===== config.mk =====
export PLATFORM = sky130hd
export DESIGN_NAME = axi_read_unit_flat
export DESIGN_NICKNAME = d
export VERILOG_FILES = /design/src/hw/axi_pkg.sv /design/src/hw/mem_pkg.sv /design/src/hw/mem_port_if.sv /design/src/hw/axi_read_unit.sv /design/src/flat_wrapper.sv
export SDC_FILE = /design/constraint.sdc
export NUM_CORES = 1
export LEC_CHECK = 0
export ABC_AREA = 1
export ABC_CLOCK_PERIOD_IN_PS = 1960
export BUFFER_PORTS_ARGS = -buffer_cell sky130_fd_sc_hd__buf_2
export CORE_MARGIN = 1.5
export CORE_UTILIZATION = 42
export CTS_CLUSTER_SIZE = 30
export DETAILED_ROUTE_END_ITERATION = 8
export PLACE_DENSITY_LB_ADDON = 0.3
export SYNTH_ARGS = -nofsm -noshare
export SYNTH_HDL_FRONTEND = slang
export SYNTH_SLANG_ARGS = --single-unit

===== constraint.sdc =====
create_clock -name clk_i -period 1.96 [get_ports clk_i]
set_input_delay 0 -clock clk_i [delete_from_list [all_inputs] [get_ports clk_i]]
set_output_delay 0 -clock clk_i [all_outputs]
set_load 0.1 [all_outputs]

===== src/hw/axi_pkg.sv =====
package axi_pkg;

    // Byte address width of the AXI subordinate port.
    localparam int addr_width = 12;

    // Data bus width in bits.
    localparam int data_width = 32;

    // One strobe bit per byte lane.
    localparam int strb_width = data_width / 8;

    // Two-bit response code carried on R and B.
    typedef logic [1:0] axi_resp_t;

    // Normal access completed.
    localparam axi_resp_t resp_okay = 2'd0;

    // Subordinate error, used for addresses beyond the bank.
    localparam axi_resp_t resp_slverr = 2'd2;

endpackage


===== src/hw/mem_pkg.sv =====
package mem_pkg;

    // Number of 32-bit words held in the SRAM bank.
    localparam int mem_depth = 256;

    // Word address width needed to index the bank.
    localparam int mem_addr_width = $clog2(mem_depth);

    // Requesters sharing the single SRAM port.
    localparam int num_ports = 2;

    // Arbiter index of the read channel unit.
    localparam int port_read = 0;

    // Arbiter index of the write channel unit.
    localparam int port_write = 1;

endpackage


===== src/hw/mem_port_if.sv =====
`timescale 1ns/1ps

interface mem_port_if;

    import axi_pkg::*;
    import mem_pkg::*;

    // Request side, owned by the channel unit.
    logic                      req;
    logic                      we;
    logic [mem_addr_width-1:0] addr;
    logic [data_width-1:0]     wdata;
    logic [strb_width-1:0]     strb;

    // Response side, owned by the arbiter.
    logic                      gnt;
    logic                      rvalid;
    logic [data_width-1:0]     rdata;

    // Channel unit view.
    modport requester (
        output req, we, addr, wdata, strb,
        input  gnt, rvalid, rdata
    );

    // Arbiter view.
    modport arbiter (
        input  req, we, addr, wdata, strb,
        output gnt, rvalid, rdata
    );

endinterface


===== src/hw/axi_read_unit.sv =====
`timescale 1ns/1ps

module axi_read_unit (
    input  logic                            clk_i,
    input  logic                            rst_i,
    input  logic [axi_pkg::addr_width-1:0]  araddr_i,
    input  logic                            arvalid_i,
    output logic                            arready_o,
    output logic [axi_pkg::data_width-1:0]  rdata_o,
    output axi_pkg::axi_resp_t              rresp_o,
    output logic                            rvalid_o,
    input  logic                            rready_i,
    mem_port_if.requester                   mem
);

    import axi_pkg::*;
    import mem_pkg::*;

    // Idle is neither flag set; wait and resp are never set together.
    logic                      wait_q;
    logic                      resp_q;
    logic                      req_q;
    logic [mem_addr_width-1:0] addr_q;
    logic [data_width-1:0]     rdata_q;
    axi_resp_t                 rresp_q;
    logic                      ar_hs;
    logic                      ar_err;

    // New addresses only while idle.
    assign arready_o = !wait_q && !resp_q;
    assign ar_hs     = arvalid_i && arready_o;

    // Word index past the bank means SLVERR.
    assign ar_err = araddr_i[addr_width-1:2] >= mem_depth;

    always_ff @(posedge clk_i) begin
        if (rst_i) begin
            wait_q <= 1'b0;
            resp_q <= 1'b0;
            req_q  <= 1'b0;
        end else begin
            if (ar_hs) begin
                // Out-of-range reads go straight to the response.
                if (ar_err) begin
                    resp_q <= 1'b1;
                end else begin
                    wait_q <= 1'b1;
                    req_q  <= 1'b1;
                end
            end
            // Request drops once the arbiter takes it.
            if (req_q && mem.gnt) begin
                req_q <= 1'b0;
            end
            if (wait_q && mem.rvalid) begin
                wait_q <= 1'b0;
                resp_q <= 1'b1;
            end
            if (resp_q && rready_i) begin
                resp_q <= 1'b0;
            end
        end
    end

    // Address, response and data registers.
    always_ff @(posedge clk_i) begin
        if (ar_hs) begin
            addr_q  <= araddr_i[mem_addr_width+1:2];
            rresp_q <= ar_err ? resp_slverr : resp_okay;
            rdata_q <= '0;
        end
        if (wait_q && mem.rvalid) begin
            rdata_q <= mem.rdata;
        end
    end

    // Read-only requester.
    assign mem.req   = req_q;
    assign mem.we    = 1'b0;
    assign mem.addr  = addr_q;
    assign mem.wdata = '0;
    assign mem.strb  = '0;

    assign rvalid_o = resp_q;
    assign rdata_o  = rdata_q;
    assign rresp_o  = rresp_q;

endmodule


===== src/flat_wrapper.sv =====
// flat-port wrapper written by rule: the top's interface ports become plain ports
module axi_read_unit_flat import axi_pkg::*; import mem_pkg::*;
  (clk_i, rst_i, araddr_i, arvalid_i, arready_o, rdata_o, rresp_o, rvalid_o, rready_i, mem_req, mem_we, mem_addr, mem_wdata, mem_strb, mem_gnt, mem_rvalid, mem_rdata);
  mem_port_if mem_i ();
  input  logic clk_i;
  input  logic rst_i;
  input  logic [axi_pkg::addr_width-1:0] araddr_i;
  input  logic arvalid_i;
  output logic arready_o;
  output logic [axi_pkg::data_width-1:0] rdata_o;
  output axi_pkg::axi_resp_t rresp_o;
  output logic rvalid_o;
  input  logic rready_i;
  output wire logic [$bits(mem_i.req)-1:0] mem_req;
  output wire logic [$bits(mem_i.we)-1:0] mem_we;
  output wire logic [$bits(mem_i.addr)-1:0] mem_addr;
  output wire logic [$bits(mem_i.wdata)-1:0] mem_wdata;
  output wire logic [$bits(mem_i.strb)-1:0] mem_strb;
  input wire logic [$bits(mem_i.gnt)-1:0] mem_gnt;
  input wire logic [$bits(mem_i.rvalid)-1:0] mem_rvalid;
  input wire logic [$bits(mem_i.rdata)-1:0] mem_rdata;
  assign mem_req = mem_i.req;
  assign mem_we = mem_i.we;
  assign mem_addr = mem_i.addr;
  assign mem_wdata = mem_i.wdata;
  assign mem_strb = mem_i.strb;
  assign mem_i.gnt = mem_gnt;
  assign mem_i.rvalid = mem_rvalid;
  assign mem_i.rdata = mem_rdata;
  axi_read_unit u_core (.clk_i(clk_i), .rst_i(rst_i), .araddr_i(araddr_i), .arvalid_i(arvalid_i), .arready_o(arready_o), .rdata_o(rdata_o), .rresp_o(rresp_o), .rvalid_o(rvalid_o), .rready_i(rready_i), .mem(mem_i));
endmodule

==> report_table.html, run 1 <==
<table>
<tr><th>Metric</th><th>Value</th></tr>
<tr><th colspan="2">Worst hold path</th></tr>
<tr><td>Launch instance of the worst min-delay path</td><td>mem_rdata[30]</td></tr>
<tr><td>Hold-critical path endpoint</td><td>u_core.rdata_o[30]</td></tr>
<tr><td>Hold-critical path depth</td><td>3</td></tr>
<tr><td>Type of the most critical hold path</td><td>in -&gt; reg</td></tr>
<tr><th colspan="2">Worst setup path</th></tr>
<tr><td>Kind of end point of the critical path</td><td>register</td></tr>
<tr><td>Cell with the biggest individual delay on the critical path</td><td>sky130_fd_sc_hd__dlygate4sd3_1</td></tr>
<tr><td>CP bufs+invs</td><td>5</td></tr>
<tr><td>Worst Reg-to-Reg Cells</td><td>5</td></tr>
<tr><td>Worst reg-to-reg setup slack</td><td>240 ps</td></tr>
<tr><td>Category of cells accounting for the largest share of critical-path delay</td><td>buffers and inverters</td></tr>
<tr><td>Maximum cell stage delay along the critical path</td><td>560 ps</td></tr>
<tr><td>End of the worst register-to-register path</td><td>u_core.rvalid_o</td></tr>
<tr><td>Crit path arrival time</td><td>2040 ps</td></tr>
<tr><td>Data required, critical path</td><td>2190 ps</td></tr>
<tr><td>Critical path startpoint category</td><td>input port</td></tr>
<tr><td>Reg-to-Reg Start</td><td>u_core.rvalid_o</td></tr>
<tr><td>Most common cell on crit path</td><td>sky130_fd_sc_hd__dlygate4sd3_1</td></tr>
<tr><td>Max FO, Critical Path</td><td>3</td></tr>
<tr><td>Kind of critical path</td><td>in -&gt; reg</td></tr>
<tr><td>Cell chain of the critical path</td><td>dlygate4sd3_1 &gt; buf_2 &gt; inv_1 &gt; nand2_1 &gt; dlygate4sd3_1 &gt; a21oi_1 &gt; dlygate4sd3_1</td></tr>
<tr><th colspan="2">Timing</th></tr>
<tr><td>Part of the cycle the worst path needs</td><td>0.927</td></tr>
<tr><td>Final Hold Violating Endpoints</td><td>0</td></tr>
<tr><td>F_max</td><td>550 MHz</td></tr>
<tr><td>Final setup violation count</td><td>0</td></tr>
<tr><td>Setup Skew</td><td>2.87 ps</td></tr>
<tr><td>Unrepaired setup endpoints after global routing</td><td>no</td></tr>
<tr><td>TNS Setup</td><td>0 ps</td></tr>
<tr><td>Final worst hold slack</td><td>9.26 ps</td></tr>
<tr><td>Fin. max-slew vios</td><td>0</td></tr>
<tr><td>Time the final worst path needs with I/O delays and setup</td><td>1820 ps</td></tr>
<tr><th colspan="2">Yosys</th></tr>
<tr><td>Share of the synthesized netlist area taken by xor and xnor gates</td><td>0</td></tr>
<tr><td>Cells taking the most area after synthesis</td><td>sky130_fd_sc_hd__edfxtp_1 (62%), sky130_fd_sc_hd__buf_4 (14%), sky130_fd_sc_hd__inv_1 (7.2%)</td></tr>
<tr><td>Total number of yosys warnings</td><td>0</td></tr>
<tr><td>Synth Area in Compound Gates</td><td>0.0100</td></tr>
<tr><td>Synthesized-area fraction occupied by adder cells</td><td>0</td></tr>
<tr><td>Proportion of register bits with asynchronous set or reset after synthesis</td><td>0</td></tr>
<tr><td>Post-synth cell types</td><td>13</td></tr>
<tr><td>Average footprint of a synthesized cell</td><td>11.5 um^2</td></tr>
<tr><td>Leading register cell type out of synthesis</td><td>sky130_fd_sc_hd__edfxtp_1</td></tr>
<tr><td>Area of the mapped netlist</td><td>0.00199 mm^2</td></tr>
<tr><td>Yosys top cell area share</td><td>0.618</td></tr>
<tr><td>Portion of the post-synthesis area used by sequential elements</td><td>0.648</td></tr>
<tr><td>Gate count of the mapped netlist</td><td>173</td></tr>
<tr><td>Fraction of the mapped netlist area in simple logic gates</td><td>0.109</td></tr>
<tr><td>Cell type contributing the most total cell area after synthesis</td><td>sky130_fd_sc_hd__edfxtp_1</td></tr>
<tr><td>Number of synthesized register bits</td><td>44</td></tr>
<tr><td>Top-count cell post-synth</td><td>sky130_fd_sc_hd__edfxtp_1</td></tr>
<tr><td>Number of flops mapped to enable cells by yosys</td><td>41</td></tr>
<tr><td>Multiplexer share of the synthesized area</td><td>0</td></tr>
<tr><td>Combinational family with the most area after synthesis</td><td>buffers and inverters</td></tr>
<tr><td>Leading post-synthesis cells by instance count</td><td>sky130_fd_sc_hd__edfxtp_1 (41), sky130_fd_sc_hd__buf_4 (38), sky130_fd_sc_hd__inv_1 (38)</td></tr>
<tr><th colspan="2">Route</th></tr>
<tr><td>Average detailed-routed wire length per instance</td><td>10.2 um</td></tr>
<tr><td>Post-detailed-routing wire length</td><td>3.50 mm</td></tr>
<tr><td>Initial DRC count</td><td>112</td></tr>
<tr><td>DRC</td><td>0</td></tr>
<tr><td>Vias after detailed routing</td><td>1351</td></tr>
<tr><td>DR vias/cell</td><td>3.95</td></tr>
<tr><td>Final ANT Viol Nets</td><td>0</td></tr>
<tr><td>Number of iterations in the first detailed-routing pass</td><td>4</td></tr>
<tr><th colspan="2">CTS</th></tr>
<tr><td>Largest buffer count on any clock path</td><td>2</td></tr>
<tr><td>Worst-path clk slew</td><td>80 ps</td></tr>
<tr><td>Number of buffers added by the clock tree synthesis step</td><td>5</td></tr>
<tr><td>Hold-fix buffers, CTS</td><td>21</td></tr>
<tr><td>Clock insertion delay at the later pin of the skew report</td><td>290 ps</td></tr>
<tr><td>Number of clock sinks seen by CTS</td><td>44</td></tr>
<tr><td>H-Tree Level Count</td><td>2</td></tr>
<tr><td>Count of buffers added by post-CTS timing repair for setup</td><td>0</td></tr>
<tr><td>Cts repair resizes</td><td>0</td></tr>
<tr><td>Clock tree root driver cell</td><td>sky130_fd_sc_hd__clkbuf_8</td></tr>
<tr><td>TritonCTS clock tree</td><td>done</td></tr>
<tr><th colspan="2">Die</th></tr>
<tr><td>Core box area</td><td>0.00447 mm^2</td></tr>
<tr><td>Number of standard-cell rows in the floorplan</td><td>24</td></tr>
<tr><td>Initial core utilization</td><td>0.445</td></tr>
<tr><td>Overall die area</td><td>0.00517 mm^2</td></tr>
<tr><td>Die width</td><td>71.9 um</td></tr>
<tr><td>Ports placed on the boundary</td><td>132</td></tr>
<tr><td>Die H</td><td>71.9 um</td></tr>
<tr><th colspan="2">Placed design</th></tr>
<tr><td>DP Wirelength</td><td>2.34 mm</td></tr>
<tr><td>Quantity of I/O buffers inserted on ports</td><td>91</td></tr>
<tr><td>Post-DP Area</td><td>0.00235 mm^2</td></tr>
<tr><td>Gpl congestion</td><td>0.743</td></tr>
<tr><th colspan="2">Final layout</th></tr>
<tr><td>Filler cell count in the final layout</td><td>375</td></tr>
<tr><td>Number of inserted diodes</td><td>0</td></tr>
<tr><td>Combined area of the multi-input logic cells</td><td>387 um^2</td></tr>
<tr><td>Layout cells sized above 1</td><td>0.390</td></tr>
<tr><td>Area overhead of the layout relative to synthesis</td><td>33.8%</td></tr>
<tr><td>Sequential cell area</td><td>0.00129 mm^2</td></tr>
<tr><td>Total number of nets in the final design</td><td>339</td></tr>
<tr><td>Final Cell Area</td><td>0.00267 mm^2</td></tr>
<tr><td>Finished Core Util</td><td>0.596</td></tr>
<tr><th colspan="2">Run</th></tr>
<tr><td>Max-capacitance violation count</td><td>0</td></tr>
<tr><th colspan="2">Global routing</th></tr>
<tr><td>Number of antenna violations at the first check in global routing</td><td>0</td></tr>
<tr><td>Final global-route overflow total</td><td>0</td></tr>
<tr><td>Via count of the first global-routing pass</td><td>1166</td></tr>
<tr><td>Overall global routing resource usage</td><td>0.134</td></tr>
<tr><td>Global-route wire length before repair</td><td>5.24 mm</td></tr>
<tr><td>Maximum number of pins on one net before global-route repair</td><td>34</td></tr>
<tr><th colspan="2">Run status</th></tr>
<tr><td>Result of the run</td><td>completed</td></tr>
<tr><th colspan="2">Power</th></tr>
<tr><td>Total power density per cell area</td><td>1100 mW/mm^2</td></tr>
<tr><td>Static power due to leakage</td><td>1.39 nW</td></tr>
<tr><td>Final Power</td><td>0.00293 W</td></tr>
<tr><td>Worst IR drop on VDD</td><td>0.424 mV</td></tr>
</table>
## worst max-delay path by stage
stage,startpoint,to,slack [ps],cells past startpoint
floorplan,u_core.rvalid_o,u_core.rdata_o[0],2,3
detailed placement,u_core.wait_q,u_core.rdata_o[22],650,3
global route,rst_i,u_core.rvalid_o,50,7
CTS,rst_i,u_core.rvalid_o,200,7
finish,rst_i,u_core.rvalid_o,140,7
global placement,u_core.wait_q,u_core.rdata_o[22],660,3
## worst register-to-register path: stages, from the launching register on
cell and delay (ps):
sky130_fd_sc_hd__dfxtp_2 350, sky130_fd_sc_hd__nand2_1 60, sky130_fd_sc_hd__nand2_1 40, sky130_fd_sc_hd__dlygate4sd3_1 540
sky130_fd_sc_hd__a21oi_1 120, sky130_fd_sc_hd__dlygate4sd3_1 560
## metal layers
layer,GRT usage,up-vias,wire length [um]
met5,0,-,0
met4,0.0629,0,49
met3,0.0319,4,381
met2,0.238,89,1710
met1,0.151,579,1350
li1,-,679,-
## cells by family (layout without fill, tap and decap cells)
logic type	Yosys count	in the layout
flip-flops	44	44
AND/OR/NAND/NOR	45	45
AO/OA/AOI/OAI	4	4
buffers and inverters	79	159
other	1	38
## cells in the final DEF (no fill, tap or decap)
cell	n
sky130_fd_sc_hd__inv_1	38
sky130_fd_sc_hd__nor2_2	9
sky130_fd_sc_hd__conb_1	38
sky130_fd_sc_hd__buf_2	91
sky130_fd_sc_hd__bufinv_16	1
sky130_fd_sc_hd__dfxtp_2	1
sky130_fd_sc_hd__clkinv_2	1
sky130_fd_sc_hd__buf_4	1
sky130_fd_sc_hd__clkbuf_1	1
sky130_fd_sc_hd__dlygate4sd3_1	21
sky130_fd_sc_hd__clkbuf_8	5
sky130_fd_sc_hd__nand2_1	7
sky130_fd_sc_hd__a21oi_1	4
sky130_fd_sc_hd__nor2_1	23
sky130_fd_sc_hd__nor2_4	2
sky130_fd_sc_hd__edfxtp_1	41
sky130_fd_sc_hd__nand3_1	2
sky130_fd_sc_hd__dfxtp_1	2
sky130_fd_sc_hd__nand2_4	2
## per-stage QoR
| stage | worst slack (ps) | std cells |
|---|---|---|
| detailed placement | 647 | 313 |
| CTS | 205 | 342 |
| global route | 49.1 | 342 |
| floorplan | 2.18 | 210 |
| finish | 142 | 342 |
| global placement | 659 | 313 |
## sequential cells by signal (all words and copies together), names as in the netlist
register,flops
u_core.mem.addr,8
u_core.mem.req,1
u_core.rdata_o,32
u_core.rresp_o,1
u_core.rvalid_o,1
u_core.wait_q,1
## power by group
group,switching (W),internal [W]
Clock,0.000282,0.000378
Combinational,0.000999,0.000131
Sequential,0.0000223,0.00112
## final cells by class
| class | count | share of cell area |
|---|---|---|
| Clock buffer | 6 | 0.0272 |
| Tap cell | 52 | 0.0244 |
| Timing Repair Buffer | 113 | 0.252 |
| Sequential cell | 44 | 0.485 |
| Multi-Input combinational cell | 87 | 0.145 |
| Clock inverter | 2 | 0.0131 |
| Inverter | 38 | 0.0535 |
Power figures use the tool's default switching activity.
==> run 2: changes to the inputs <==
==> constraint.sdc (replaced) <==
create_clock -name clk_i -period 1.96 [get_ports clk_i]
set_input_delay 0.294 -clock clk_i [delete_from_list [all_inputs] [get_ports clk_i]]
set_output_delay 0.294 -clock clk_i [all_outputs]
set_load 0.1 [all_outputs]
==> report_table.html, run 2 (synthesis gave the netlist of run 1 again) <==
<table>
<tr><th>Metric</th><th>Value</th></tr>
<tr><th colspan="2">CTS</th></tr>
<tr><td>Largest buffer count on any clock path</td><td>2 (unchanged)</td></tr>
<tr><td>Cts repair resizes</td><td>0 (unchanged)</td></tr>
<tr><td>Number of clock sinks seen by CTS</td><td>44 (unchanged)</td></tr>
<tr><td>H-Tree Level Count</td><td>2 (unchanged)</td></tr>
<tr><td>Number of buffers added by the clock tree synthesis step</td><td>5 (unchanged)</td></tr>
<tr><td>Clock tree root driver cell</td><td>sky130_fd_sc_hd__clkbuf_8 (unchanged)</td></tr>
<tr><td>TritonCTS clock tree</td><td>done (unchanged)</td></tr>
<tr><td>Hold-fix buffers, CTS</td><td>0 (was 21)</td></tr>
<tr><td>Worst-path clk slew</td><td>80 ps (about the same)</td></tr>
<tr><td>Clock insertion delay at the later pin of the skew report</td><td>290 ps (about the same)</td></tr>
<tr><td>Count of buffers added by post-CTS timing repair for setup</td><td>0 (unchanged)</td></tr>
<tr><th colspan="2">Worst setup path</th></tr>
<tr><td>Critical path startpoint category</td><td>register (was input port)</td></tr>
<tr><td>Worst Reg-to-Reg Cells</td><td>2 (was 5)</td></tr>
<tr><td>Kind of end point of the critical path</td><td>output pin (was register)</td></tr>
<tr><td>Crit path arrival time</td><td>1240 ps (was 2040 ps)</td></tr>
<tr><td>Critical path launch point</td><td>u_core.wait_q (was rst_i)</td></tr>
<tr><td>Kind of critical path</td><td>reg -&gt; out (was in -&gt; reg)</td></tr>
<tr><td>End of the worst register-to-register path</td><td>u_core.rdata_o[2] (was u_core.rvalid_o)</td></tr>
<tr><td>Critical path capture point</td><td>arready_o (was u_core.rvalid_o)</td></tr>
<tr><td>Reg-to-Reg Start</td><td>u_core.wait_q (was u_core.rvalid_o)</td></tr>
<tr><td>Max FO, Critical Path</td><td>4 (was 3)</td></tr>
<tr><td>Data required, critical path</td><td>1670 ps (was 2190 ps)</td></tr>
<tr><td>Worst reg-to-reg setup slack</td><td>540 ps (was 240 ps)</td></tr>
<tr><th colspan="2">Final layout</th></tr>
<tr><td>Most frequent cells in the layout</td><td>sky130_fd_sc_hd__buf_2 (91), sky130_fd_sc_hd__edfxtp_1 (41), sky130_fd_sc_hd__inv_1 (38), sky130_fd_sc_hd__conb_1 (38), sky130_fd_sc_hd__nor2_1 (23) (unchanged)</td></tr>
<tr><td>Max reg flops</td><td>32 (unchanged)</td></tr>
<tr><td>Finished Core Util</td><td>0.549 (was 0.596)</td></tr>
<tr><td>Number of standard cells in the layout, taps in and fillers out</td><td>321 (was 342)</td></tr>
<tr><td>Leading cell type in the layout, fill and taps excluded</td><td>sky130_fd_sc_hd__buf_2 (unchanged)</td></tr>
<tr><td>Layout cells sized above 1</td><td>0.420 (was 0.390)</td></tr>
<tr><td>Total number of nets in the final design</td><td>318 (was 339)</td></tr>
<tr><td>Area overhead of the layout relative to synthesis</td><td>23.3% (was 33.8%)</td></tr>
<tr><td>Number of inserted diodes</td><td>0 (unchanged)</td></tr>
<tr><th colspan="2">Global routing</th></tr>
<tr><td>Final global-route overflow total</td><td>0 (unchanged)</td></tr>
<tr><td>Global-route wire length before repair</td><td>5.11 mm (was 5.24 mm)</td></tr>
<tr><td>Maximum number of pins on one net before global-route repair</td><td>33 (was 34)</td></tr>
<tr><td>Overall global routing resource usage</td><td>0.131 (was 0.134)</td></tr>
<tr><td>Via count of the first global-routing pass</td><td>1166 (unchanged)</td></tr>
<tr><td>Number of antenna violations at the first check in global routing</td><td>0 (unchanged)</td></tr>
<tr><th colspan="2">Timing</th></tr>
<tr><td>Unrepaired setup endpoints after global routing</td><td>no (unchanged)</td></tr>
<tr><td>F_max</td><td>653 MHz (was 550 MHz)</td></tr>
<tr><td>Final setup violation count</td><td>0 (unchanged)</td></tr>
<tr><td>TNS Setup</td><td>0 ps (unchanged)</td></tr>
<tr><td>Part of the cycle the worst path needs</td><td>0.781 (was 0.927)</td></tr>
<tr><td>Fin. max-slew vios</td><td>0 (unchanged)</td></tr>
<tr><td>Time the final worst path needs with I/O delays and setup</td><td>1530 ps (was 1820 ps)</td></tr>
<tr><td>Setup Skew</td><td>4.39 ps (was 2.87 ps)</td></tr>
<tr><td>Final Hold Violating Endpoints</td><td>0 (unchanged)</td></tr>
<tr><th colspan="2">Route</th></tr>
<tr><td>DRC</td><td>0 (unchanged)</td></tr>
<tr><td>Post-detailed-routing wire length</td><td>3.33 mm (was 3.50 mm)</td></tr>
<tr><td>Initial DRC count</td><td>76 (was 112)</td></tr>
<tr><td>Final ANT Viol Nets</td><td>0 (unchanged)</td></tr>
<tr><td>Number of iterations in the first detailed-routing pass</td><td>4 (unchanged)</td></tr>
<tr><td>Average detailed-routed wire length per instance</td><td>10.4 um (was 10.2 um)</td></tr>
<tr><td>DR vias/cell</td><td>4.06 (was 3.95)</td></tr>
<tr><td>Vias after detailed routing</td><td>1304 (was 1351)</td></tr>
<tr><th colspan="2">Worst hold path</th></tr>
<tr><td>Type of the most critical hold path</td><td>in -&gt; reg (unchanged)</td></tr>
<tr><td>Hold-critical path depth</td><td>1 (was 3)</td></tr>
<tr><th colspan="2">Die</th></tr>
<tr><td>Die H</td><td>71.9 um (unchanged)</td></tr>
<tr><td>Overall die area</td><td>0.00517 mm^2 (unchanged)</td></tr>
<tr><td>Ports placed on the boundary</td><td>132 (unchanged)</td></tr>
<tr><td>Initial core utilization</td><td>0.445 (unchanged)</td></tr>
<tr><td>Die width</td><td>71.9 um (unchanged)</td></tr>
<tr><td>Core box area</td><td>0.00447 mm^2 (unchanged)</td></tr>
<tr><td>Number of standard-cell rows in the floorplan</td><td>24 (unchanged)</td></tr>
<tr><th colspan="2">Placed design</th></tr>
<tr><td>Quantity of I/O buffers inserted on ports</td><td>91 (unchanged)</td></tr>
<tr><td>Gpl congestion</td><td>0.727 (was 0.743)</td></tr>
<tr><td>DP Wirelength</td><td>2.51 mm (was 2.34 mm)</td></tr>
<tr><td>Number of placed instances with taps included</td><td>313 (unchanged)</td></tr>
<tr><th colspan="2">Power</th></tr>
<tr><td>Final Power</td><td>0.00290 W (was 0.00293 W)</td></tr>
<tr><td>Worst IR drop on VDD</td><td>0.408 mV (was 0.424 mV)</td></tr>
<tr><td>Static power due to leakage</td><td>1.30 nW (was 1.39 nW)</td></tr>
<tr><td>Total power density per cell area</td><td>1180 mW/mm^2 (was 1100 mW/mm^2)</td></tr>
<tr><th colspan="2">Run status</th></tr>
<tr><td>Result of the run</td><td>completed (unchanged)</td></tr>
<tr><th colspan="2">Run</th></tr>
<tr><td>Max-capacitance violation count</td><td>0 (unchanged)</td></tr>
</table>
run 2: routing by layer:
metal / track usage / wire [um] / up-vias
met5: 0 / 0 / -
met4: 0.0671 / 83 / 0
met3: 0.0389 / 331 / 8
met2: 0.245 / 1690 / 87
met1: 0.131 / 1220 / 572
li1: - / - / 637
run 2: report_power, final:
group	leakage (nW)	internal, W	switching [W]
Combinational	0.812	0.000101	0.000994
Sequential	0.433	0.00112	0.0000227
Clock	0.0552	0.000378	0.000283
Total	1.30	0.00160	0.00130
run 2: worst min path at each step:
stage / start / to / slack, ps
floorplan: araddr_i[2] / u_core.mem.addr[0] / 390
global placement: u_core.mem.req / u_core.mem.req / 450
detailed placement: u_core.mem.req / u_core.mem.req / 450
CTS: araddr_i[9] / u_core.mem.addr[7] / 160
global route: araddr_i[9] / u_core.mem.addr[7] / 150
finish: araddr_i[9] / u_core.mem.addr[7] / 180
run 2: area by class of cell:
type	count	area [um^2]
Fill cell	400	2020
Clock inverter	2	35.0
Sequential cell	44	1290
Inverter	38	143
Timing Repair Buffer	92	463
Multi-Input combinational cell	87	387
Clock buffer	6	72.6
Tap cell	52	65.1
run 2: critical path, stage by stage (launching register included):
cell	delay [ps]
sky130_fd_sc_hd__dfxtp_1	380
sky130_fd_sc_hd__nor2_4	130
sky130_fd_sc_hd__buf_2	440
run 2: per-stage QoR:
stage	instance area [um^2]	hold WS [ps]	setup WS (ps)
after detailed placement	2350	454	509
after global routing	2460	154	368
final	2460	176	430
after floorplan	2140	393	2.18
after CTS	2460	162	411
after global placement	2350	447	550
